## src/hw/uart_pkg.sv

```systemverilog
// uart_pkg: register offsets, response codes, fifo and divisor constants, write fsm codes, write-data union
package uart_pkg;

	// axi-lite address and data width
	localparam int ADDR_W = 32;

	// register offsets, decoded on address bits [3:0]
	localparam logic [3:0] REG_TXDATA  = 4'h0;
	localparam logic [3:0] REG_DIVISOR = 4'h4;

	// bresp codes
	localparam logic [1:0] RESP_OKAY   = 2'b00;
	localparam logic [1:0] RESP_SLVERR = 2'b10;

	// transmit fifo
	localparam int TX_FIFO_DEPTH = 8;
	localparam int FIFO_PTR_W    = $clog2(TX_FIFO_DEPTH);

	// bit period in clock cycles
	localparam int               DIV_W       = 16;
	localparam logic [DIV_W-1:0] DEFAULT_DIV = 16'd16;
	localparam logic [DIV_W-1:0] MIN_DIV     = 16'd2;

	// start + 8 data + stop
	localparam int FRAME_BITS = 10;

	// write channel fsm codes
	localparam int                    WR_STATE_W   = 3;
	localparam logic [WR_STATE_W-1:0] WR_IDLE      = 3'd0;
	localparam logic [WR_STATE_W-1:0] WR_WAIT_AW   = 3'd1;
	localparam logic [WR_STATE_W-1:0] WR_SHAKED_AW = 3'd2;
	localparam logic [WR_STATE_W-1:0] WR_WAIT_W    = 3'd3;
	localparam logic [WR_STATE_W-1:0] WR_SHAKED_W  = 3'd4;
	localparam logic [WR_STATE_W-1:0] WR_WAIT_FIFO = 3'd5;
	localparam logic [WR_STATE_W-1:0] WR_WAIT_B    = 3'd6;
	localparam logic [WR_STATE_W-1:0] WR_SHAKED_B  = 3'd7;

	// write data word, seen as a tx byte or as a divisor
	typedef union packed {
		struct packed {
			logic [ADDR_W-9:0] rsvd;
			logic [7:0]        data;
		} tx;
		struct packed {
			logic [ADDR_W-DIV_W-1:0] rsvd;
			logic [DIV_W-1:0]        divisor;
		} div;
	} uart_wdata_u;

endpackage

```

## src/hw/uart_tx_if.sv

```systemverilog
// uart_tx_if: queue strobe, byte, full flag and divisor between bus slave, fifo and serializer
`timescale 1ns/1ns

interface uart_tx_if;

	// one-cycle strobe, byte is queued on that edge
	logic push;
	logic [7:0] push_data;

	// registered in the fifo
	logic full;

	// cycles per bit, already clamped by the slave
	logic [uart_pkg::DIV_W-1:0] baud_div;

	// bus slave side
	modport ctrl (
		output push,
		output push_data,
		output baud_div,
		input  full
	);

	// fifo write side
	modport fifo (
		input  push,
		input  push_data,
		output full
	);

	// serializer only needs the bit period
	modport ser (
		input  baud_div
	);

endinterface

```

## src/hw/uart_axil_slave.sv

```systemverilog
// uart_axil_slave: axi-lite write fsm, address capture, register decode, divisor register, bresp
`timescale 1ns/1ns

module uart_axil_slave (
	input  logic                        clk,
	input  logic                        rst,
	input  logic [uart_pkg::ADDR_W-1:0] awaddr,
	input  logic                        awvalid,
	output logic                        awready,
	input  logic [uart_pkg::ADDR_W-1:0] wdata,
	input  logic [3:0]                  wstrb,
	input  logic                        wvalid,
	output logic                        wready,
	output logic [1:0]                  bresp,
	output logic                        bvalid,
	input  logic                        bready,
	uart_tx_if.ctrl                     tx
);

	logic [uart_pkg::WR_STATE_W-1:0] state_w;
	logic [uart_pkg::WR_STATE_W-1:0] next_w;

	// decoded offset, latched at the aw transfer
	logic [3:0] addr_r;

	uart_pkg::uart_wdata_u wdata_u;

	logic aw_fire;
	logic w_fire;
	logic tx_sel;
	logic div_sel;
	logic tx_req;
	logic div_req;
	logic tx_stall;
	logic push_go;

	logic [uart_pkg::DIV_W-1:0] div_clamped;

	logic                       push_r;
	logic [7:0]                 data_r;
	logic [uart_pkg::DIV_W-1:0] div_r;
	logic [1:0]                 bresp_r;

	assign wdata_u = wdata;

	assign aw_fire = awready && awvalid;
	assign w_fire  = wready && wvalid;

	// register decode
	assign tx_sel  = (addr_r == uart_pkg::REG_TXDATA);
	assign div_sel = (addr_r == uart_pkg::REG_DIVISOR);
	assign tx_req  = tx_sel && wstrb[0];
	assign div_req = div_sel && (wstrb[1:0] == 2'b11);

	// tx byte with no room, hold off the response
	assign tx_stall = tx_req && tx.full;

	// push now, or once the fifo drains while waiting
	assign push_go = !tx.full &&
		((w_fire && tx_req) || (state_w == uart_pkg::WR_WAIT_FIFO));

	// too-small divisors are raised to the floor
	assign div_clamped = (wdata_u.div.divisor < uart_pkg::MIN_DIV) ?
		uart_pkg::MIN_DIV : wdata_u.div.divisor;

	always_ff @(posedge clk) begin
		if (rst) begin
			state_w <= uart_pkg::WR_IDLE;
		end else begin
			state_w <= next_w;
		end
	end

	// one write in flight, aw then w then b
	always_comb begin
		next_w = state_w;
		case (state_w)
			uart_pkg::WR_IDLE: begin
				// awready comes up one cycle after reset
				if (!awready) begin
					next_w = uart_pkg::WR_IDLE;
				end else if (aw_fire) begin
					next_w = uart_pkg::WR_SHAKED_AW;
				end else begin
					next_w = uart_pkg::WR_WAIT_AW;
				end
			end
			uart_pkg::WR_WAIT_AW: begin
				if (aw_fire) begin
					next_w = uart_pkg::WR_SHAKED_AW;
				end
			end
			uart_pkg::WR_SHAKED_AW,
			uart_pkg::WR_WAIT_W: begin
				if (!w_fire) begin
					next_w = uart_pkg::WR_WAIT_W;
				end else if (tx_stall) begin
					next_w = uart_pkg::WR_WAIT_FIFO;
				end else begin
					next_w = uart_pkg::WR_SHAKED_W;
				end
			end
			uart_pkg::WR_WAIT_FIFO: begin
				if (!tx.full) begin
					next_w = uart_pkg::WR_SHAKED_W;
				end
			end
			uart_pkg::WR_SHAKED_W,
			uart_pkg::WR_WAIT_B: begin
				if (bready) begin
					next_w = uart_pkg::WR_SHAKED_B;
				end else begin
					next_w = uart_pkg::WR_WAIT_B;
				end
			end
			uart_pkg::WR_SHAKED_B: begin
				// awready already high here
				if (aw_fire) begin
					next_w = uart_pkg::WR_SHAKED_AW;
				end else begin
					next_w = uart_pkg::WR_WAIT_AW;
				end
			end
			default: begin
				next_w = uart_pkg::WR_IDLE;
			end
		endcase
	end

	// handshake outputs registered from next state
	always_ff @(posedge clk) begin
		if (rst) begin
			awready <= 1'b0;
			wready  <= 1'b0;
			bvalid  <= 1'b0;
		end else begin
			awready <= (next_w == uart_pkg::WR_IDLE) || (next_w == uart_pkg::WR_WAIT_AW) ||
				(next_w == uart_pkg::WR_SHAKED_B);
			wready  <= (next_w == uart_pkg::WR_SHAKED_AW) || (next_w == uart_pkg::WR_WAIT_W);
			bvalid  <= (next_w == uart_pkg::WR_SHAKED_W) || (next_w == uart_pkg::WR_WAIT_B);
		end
	end

	// offset only, upper address bits ignored
	always_ff @(posedge clk) begin
		if (aw_fire) begin
			addr_r <= awaddr[3:0];
		end
	end

	// byte kept for a delayed push
	always_ff @(posedge clk) begin
		if (w_fire) begin
			data_r <= wdata_u.tx.data;
		end
	end

	always_ff @(posedge clk) begin
		if (rst) begin
			push_r  <= 1'b0;
			div_r   <= uart_pkg::DEFAULT_DIV;
			bresp_r <= uart_pkg::RESP_OKAY;
		end else begin
			push_r <= push_go;
			if (w_fire) begin
				// unmapped offsets error, mapped ones answer okay
				bresp_r <= (tx_sel || div_sel) ? uart_pkg::RESP_OKAY : uart_pkg::RESP_SLVERR;
				if (div_req) begin
					div_r <= div_clamped;
				end
			end
		end
	end

	assign bresp = bresp_r;

	assign tx.push      = push_r;
	assign tx.push_data = data_r;
	assign tx.baud_div  = div_r;

endmodule

```

## src/hw/uart_tx_fifo.sv

```systemverilog
// uart_tx_fifo: circular byte buffer with registered full and empty flags
`timescale 1ns/1ns

module uart_tx_fifo (
	input  logic       clk,
	input  logic       rst,
	uart_tx_if.fifo    tx,
	input  logic       pop_req,
	output logic       empty,
	output logic [7:0] head_data
);

	logic [7:0] mem [uart_pkg::TX_FIFO_DEPTH];

	logic [uart_pkg::FIFO_PTR_W-1:0] wr_ptr;
	logic [uart_pkg::FIFO_PTR_W-1:0] rd_ptr;

	// holds 0 .. depth
	logic [uart_pkg::FIFO_PTR_W:0] count;
	logic [uart_pkg::FIFO_PTR_W:0] count_next;

	logic do_push;
	logic do_pop;

	logic full_r;

	// guard against overrun and underrun
	assign do_push = tx.push && !full_r;
	assign do_pop  = pop_req && !empty;

	always_comb begin
		count_next = count;
		if (do_push && !do_pop) begin
			count_next = count + 1'b1;
		end else if (do_pop && !do_push) begin
			count_next = count - 1'b1;
		end
	end

	// storage
	always_ff @(posedge clk) begin
		if (do_push) begin
			mem[wr_ptr] <= tx.push_data;
		end
	end

	// pointers wrap naturally, depth is a power of two
	always_ff @(posedge clk) begin
		if (rst) begin
			wr_ptr <= '0;
			rd_ptr <= '0;
			count  <= '0;
			full_r <= 1'b0;
			empty  <= 1'b1;
		end else begin
			if (do_push) begin
				wr_ptr <= wr_ptr + 1'b1;
			end
			if (do_pop) begin
				rd_ptr <= rd_ptr + 1'b1;
			end
			count  <= count_next;
			full_r <= (count_next == uart_pkg::TX_FIFO_DEPTH);
			empty  <= (count_next == '0);
		end
	end

	// oldest byte, valid whenever empty is low
	assign head_data = mem[rd_ptr];

	assign tx.full = full_r;

endmodule

```

## src/hw/uart_tx_serializer.sv

```systemverilog
// uart_tx_serializer: bit-period counter, bit index and 8n1 shift frame driving txd
`timescale 1ns/1ns

module uart_tx_serializer (
	input  logic       clk,
	input  logic       rst,
	uart_tx_if.ser     tx,
	input  logic       empty,
	input  logic [7:0] head_data,
	output logic       pop_req,
	output logic       txd
);

	logic busy;

	// divisor frozen for the whole frame
	logic [uart_pkg::DIV_W-1:0] div_r;
	logic [uart_pkg::DIV_W-1:0] cnt;

	// 0 = start, 1..8 = data, 9 = stop
	logic [3:0] bit_idx;

	// lsb is on the line, ones shift in from the top
	logic [uart_pkg::FRAME_BITS-1:0] frame;

	logic bit_end;
	logic frame_end;

	assign bit_end   = (cnt == '0);
	assign frame_end = busy && bit_end && (bit_idx == 4'(uart_pkg::FRAME_BITS - 1));

	// fetch when idle or as the stop bit ends, so frames run back to back
	assign pop_req = !empty && (!busy || frame_end);

	assign txd = frame[0];

	always_ff @(posedge clk) begin
		if (rst) begin
			busy    <= 1'b0;
			cnt     <= '0;
			bit_idx <= '0;
			// line idles high
			frame   <= '1;
		end else if (pop_req) begin
			// head byte taken on the pop edge, start bit goes out next cycle
			busy    <= 1'b1;
			frame   <= {1'b1, head_data, 1'b0};
			cnt     <= tx.baud_div - 1'b1;
			bit_idx <= '0;
		end else if (frame_end) begin
			// stop bit done and nothing waiting
			busy <= 1'b0;
		end else if (busy) begin
			if (bit_end) begin
				frame   <= {1'b1, frame[uart_pkg::FRAME_BITS-1:1]};
				cnt     <= div_r - 1'b1;
				bit_idx <= bit_idx + 1'b1;
			end else begin
				cnt <= cnt - 1'b1;
			end
		end
	end

	// sampled once per frame at the start bit
	always_ff @(posedge clk) begin
		if (pop_req) begin
			div_r <= tx.baud_div;
		end
	end

endmodule

```

## src/hw/uart_top.sv

```systemverilog
// uart_top: axi-lite write slave, transmit fifo and serializer wired to the txd line
`timescale 1ns/1ns

module uart_top (
	input  logic                        clk,
	input  logic                        rst,
	input  logic [uart_pkg::ADDR_W-1:0] awaddr,
	input  logic                        awvalid,
	output logic                        awready,
	input  logic [uart_pkg::ADDR_W-1:0] wdata,
	input  logic [3:0]                  wstrb,
	input  logic                        wvalid,
	output logic                        wready,
	output logic [1:0]                  bresp,
	output logic                        bvalid,
	input  logic                        bready,
	output logic                        txd
);

	// slave to fifo and serializer
	uart_tx_if tx_bus ();

	// fifo to serializer
	logic       pop_req;
	logic       fifo_empty;
	logic [7:0] head_data;

	uart_axil_slave u_slave (
		.clk     (clk),
		.rst     (rst),
		.awaddr  (awaddr),
		.awvalid (awvalid),
		.awready (awready),
		.wdata   (wdata),
		.wstrb   (wstrb),
		.wvalid  (wvalid),
		.wready  (wready),
		.bresp   (bresp),
		.bvalid  (bvalid),
		.bready  (bready),
		.tx      (tx_bus.ctrl)
	);

	uart_tx_fifo u_fifo (
		.clk       (clk),
		.rst       (rst),
		.tx        (tx_bus.fifo),
		.pop_req   (pop_req),
		.empty     (fifo_empty),
		.head_data (head_data)
	);

	uart_tx_serializer u_ser (
		.clk       (clk),
		.rst       (rst),
		.tx        (tx_bus.ser),
		.empty     (fifo_empty),
		.head_data (head_data),
		.pop_req   (pop_req),
		.txd       (txd)
	);

endmodule

```

## config.mk

```make
export PLATFORM = sky130hd
export DESIGN_NAME = uart_top
export DESIGN_NICKNAME = d
export VERILOG_FILES = /design/src/hw/uart_pkg.sv /design/src/hw/uart_tx_if.sv /design/src/hw/uart_axil_slave.sv /design/src/hw/uart_tx_fifo.sv /design/src/hw/uart_tx_serializer.sv /design/src/hw/uart_top.sv
export SDC_FILE = /design/constraint.sdc
export NUM_CORES = 1
export LEC_CHECK = 0
export BUFFER_PORTS_ARGS = -buffer_cell sky130_fd_sc_hd__buf_2
export CAP_MARGIN = 20
export CORE_UTILIZATION = 45
export DETAILED_ROUTE_END_ITERATION = 7
export PLACE_DENSITY = 0.73
export SYNTH_ARGS = -nofsm -noshare
export SYNTH_HDL_FRONTEND = slang
export SYNTH_SLANG_ARGS = --single-unit
```

## constraint.sdc

```tcl
create_clock -name clk -period 8.7 [get_ports clk]
set_input_delay 0.435 -clock clk [delete_from_list [all_inputs] [get_ports clk]]
set_output_delay 0.435 -clock clk [all_outputs]
set_load 0.05 [all_outputs]
```

==> summary.md <==
| Metric | Value |
|---|---|
| Outcome | `completed` |
| Via count | `4,816` |
| Hold Crit Endpoint | `u_slave.addr_r[0]` |
| Placement row count | `44` |
| Remaining global-route overflow | `0` |
| Distinct cells, synth | `just under 60` |
| VDD IR max | `0.0001628 V` |
| CP max-delay cell | `and4_1` |
| FF-to-FF End | `u_ser.cnt[14]` |
| Dpl ws | `4938 ps` |
| Initial DRT Pass Iterations | `5` |
| DP Wirelength | `9432 um` |
| CTS resizes | `0` |
| Initial antenna violation count | `0` |
| Final setup viols | `0` |
| Layout cells sized above 1 | `16.24%` |
| Max FO, Critical Path | `57` |
| Crit. End Element | `flip-flop` |
| Reg-to-Reg Start | `u_ser.cnt[15]` |
| Setup Buffers After CTS | `0` |
| Sequential fraction of the synthesis area | `59.84%` |
| DRC | `0` |
| Synth Flop Type | `edfxtp_1` |
| Final Cycle Share | `43.80%` |
| Final setup TNS | `0 ps` |
| Final Hold Slack | `190.7 ps` |
| CTS H-tree lvls | `4` |
| Setup ws final | `slightly below 5000 ps` |
| Post-synth net total | `671` |
| Pwr Density | `about 310 mW/mm^2` |
| Reg-to-reg slack, setup | `4890 ps` |
| TritonCTS Buffers | `17` |
| RD Place Congestion | `between 0.8 and 0.9` |
| CP Data Arrival Time | `4140 ps` |
| Data required time of the critical path | `9030 ps` |
| Largest net degree at the start of global routing | `66` |
| Overall routing resource usage | `19.04%` |
| Antenna diode count | `0` |
| Vias in the first global route | `4,548` |
| Skew-Pair Late Insertion Delay | `~420 ps` |
| Leak pwr | `0.002677 uW` |
| Top cells by area, synth | `edfxtp_1 (40%), dfxtp_1 (20%), mux4_2 (5.2%)` |
| Fmax | `262.4 MHz` |
| First-pass GRT wire length | `23,320 um` |
| Worst-Margin Slew | `909.7 ps` |
| Synthesis-stage register bit count | `161` |
| Hold_buf cts | `0` |
| Kind of cell adding the most delay to the critical path | `simple AND/OR/NAND/NOR gates` |
| Max Slew Vio Count | `0` |
| Vias per cell | `5.931` |
| YS warnings | `0` |
| Max-Cap Viols | `0` |
| Async set-reset flop share out of synthesis | `0%` |
| Remaining antenna violation count | `0` |
| Crit path from | `u_ser.cnt[15]` |
| Slew HR | `39.13%` |
| Crit. path cell count | `12` |
| Core ar. | `0.01475 sq mm` |
| Final min period | `3810 ps` |
| Synth area leader | `edfxtp_1` |
| RSZ-0062 raised after global routing | `no` |
| CP Buf/Inv Count | `2` |
| Post-synth EDFFs | `92` |
| Post-Syn Area | `0.006925 sq mm` |
| CP Cell Sequence | `nor4_2, and4_1, a21oi_2, clkinv_1, buf_4, nor2_1, a21oi_1, ha_1, o31a_1, nand4_2, or3_1, a311oi_1` |
| Overall die height | `roughly 130 um` |
| Synth top area share | `39.89%` |
| Layout area overhead | `13.10%` |
| R2r worst-path depth | `12` |
| Crit Path Class | `flip-flop to flip-flop` |
| Root Driver | `clkbuf_16` |
| Clk pin slew, worst setup/hold paths | `60 ps` |
| Final wirelength | `14,370 um` |
| Full die area | `0.01589 sq mm` |
| Final nets | `695` |
| CTS tree | `done` |
| # IOs | `79` |
| HP Class | `input port to flip-flop` |
| Critical Path Max Stage Delay | `640 ps` |
| Clock Tree Buf Depth | `2` |
| CTS Sinks | `161` |
| Die width | `126.1 um` |
| Final hold vios | `0` |
| PortBufs | `31` |
| WL/cell | `17.70 um` |
| Worst hold stages | `1` |
| CP Launch Type | `flip-flop` |
| Mapped Cells | `591` |
| DRT iter0 DRCs | `between 300 and 400` |
| Initial Util | `46.94%` |
| Hold path start | `awaddr[0]` |
| Synth Area per Inst | `11.72 sq um` |
| Clk_skew | `roughly 11 ps` |
==> state kept, by name (all words and copies together), names as in the netlist, 3 cells and up, named ones only <==
signal,cells
u_ser.div_r,16
u_slave.addr_r,4
u_fifo.count,4
u_slave.state_w,3
u_fifo.rd_ptr,3
u_fifo.wr_ptr,3
u_ser.cnt,16
u_ser.frame,9
u_slave.tx.baud_div,16
u_ser.bit_idx,4
u_slave.tx.push_data,8
u_fifo.mem,64
==> kinds of logic after synthesis <==
kind of cell,Yosys count,share of synthesized area [%]
flops,161,59.84
compound gates,122,11.85
simple gates,211,15.37
mux,27,6.793
xor+xnor,16,2.023
buf+inv,45,2.656
other cells,1,0.05415
fa+ha+maj,8,1.409
==> synthesized netlist by cell type, drive strengths merged (4+ instances only) <==
master and instances:
nand3 14, nand2b 4, nand3b 4, a211oi 17, nor2b 5, ha 7
o21ai 18, buf 11, mux2i 11, a21oi 43, nor3b 5, nor4 12
clkbuf 26, nor2 69, dfxtp 69, and3 5, nand2 53, xor2 4
edfxtp 92, a311oi 6, o32ai 4, a211o 7, xnor2 12, nor3 20
mux4 16, nand4 6, inv 8
==> cells in the final DEF, fill, tap and decap left out, drive strengths merged, types with 11 or more instances in the layout <==
cell type | synthesis | final
buf | 11 | 42
nand3 | 14 | 14
inv | 8 | 12
dfxtp | 69 | 69
a21oi | 43 | 43
clkbuf | 26 | 22
xnor2 | 12 | 12
mux2i | 11 | 11
edfxtp | 92 | 92
o21ai | 18 | 18
mux4 | 16 | 16
a211oi | 17 | 17
nor3 | 20 | 20
nor4 | 12 | 12
nand2 | 53 | 53
nor2 | 69 | 69
==> final cells by class <==
cell class / count / area (sq um)
Tap cell: 184 / 230.2
Inverter: 8 / 30.03
Multi-Input combinational cell: 385 / 2597
Timing Repair Buffer: 42 / 245.2
Clock inverter: 10 / 67.56
Sequential cell: 161 / 4144
Fill cell: 1227 / 6922
Clock buffer: 22 / 518.0
==> worst max path at each step <==
stage and to:
5_1_grt u_ser.cnt[14], 4_1_cts u_ser.cnt[14], 3_3_place_gp u_ser.cnt[14], 6_report u_ser.cnt[14], 2_1_floorplan u_ser.cnt[14], 3_5_place_dp u_ser.cnt[14]
==> layer usage <==
layer  vias to the layer above  routed length [um]  track usage [%]
met5                         -                   0                0
met4                         0                 369            7.654
met3                        28                1060            3.951
met2                       218                6732            30.32
met1                      2317                6210            25.53
li1                       2253                   -                -
==> metrics by stage <==
step                      utilization [%]  cell area, sq um  total power (uW)  cells
after floorplan                         -              6925              1582    591
after global placement              49.02              7232              1698    779
after detailed placement            49.02              7232              1726    779
after CTS                           52.99              7818              2450    811
after global routing                53.09              7833              2586    812
final                               53.09              7833              2452    812
==> power breakdown <==
| group | total, uW | switching (uW) | internal (uW) | leakage [uW] |
|---|---|---|---|---|
| sequential | 1010 | 108 | 904 | 0.00140 |
| clock | 723 | 297 | 425 | 0.000293 |
| combinational | 718 | 399 | 318 | 0.000980 |
| total | 2450 | 805 | 1650 | 0.00268 |
==> worst reg2reg max path: stages (launching register included) <==
cell	delay (ps)
dfxtp_1	340
nor4_2	420
and4_1	640
a21oi_2	120
clkinv_1	60
buf_4	480
nor2_1	130
a21oi_1	190
ha_1	220
o31a_1	270
nand4_2	200
or3_1	410
a311oi_1	240
Note: power is estimated with default switching activity, not from simulation.
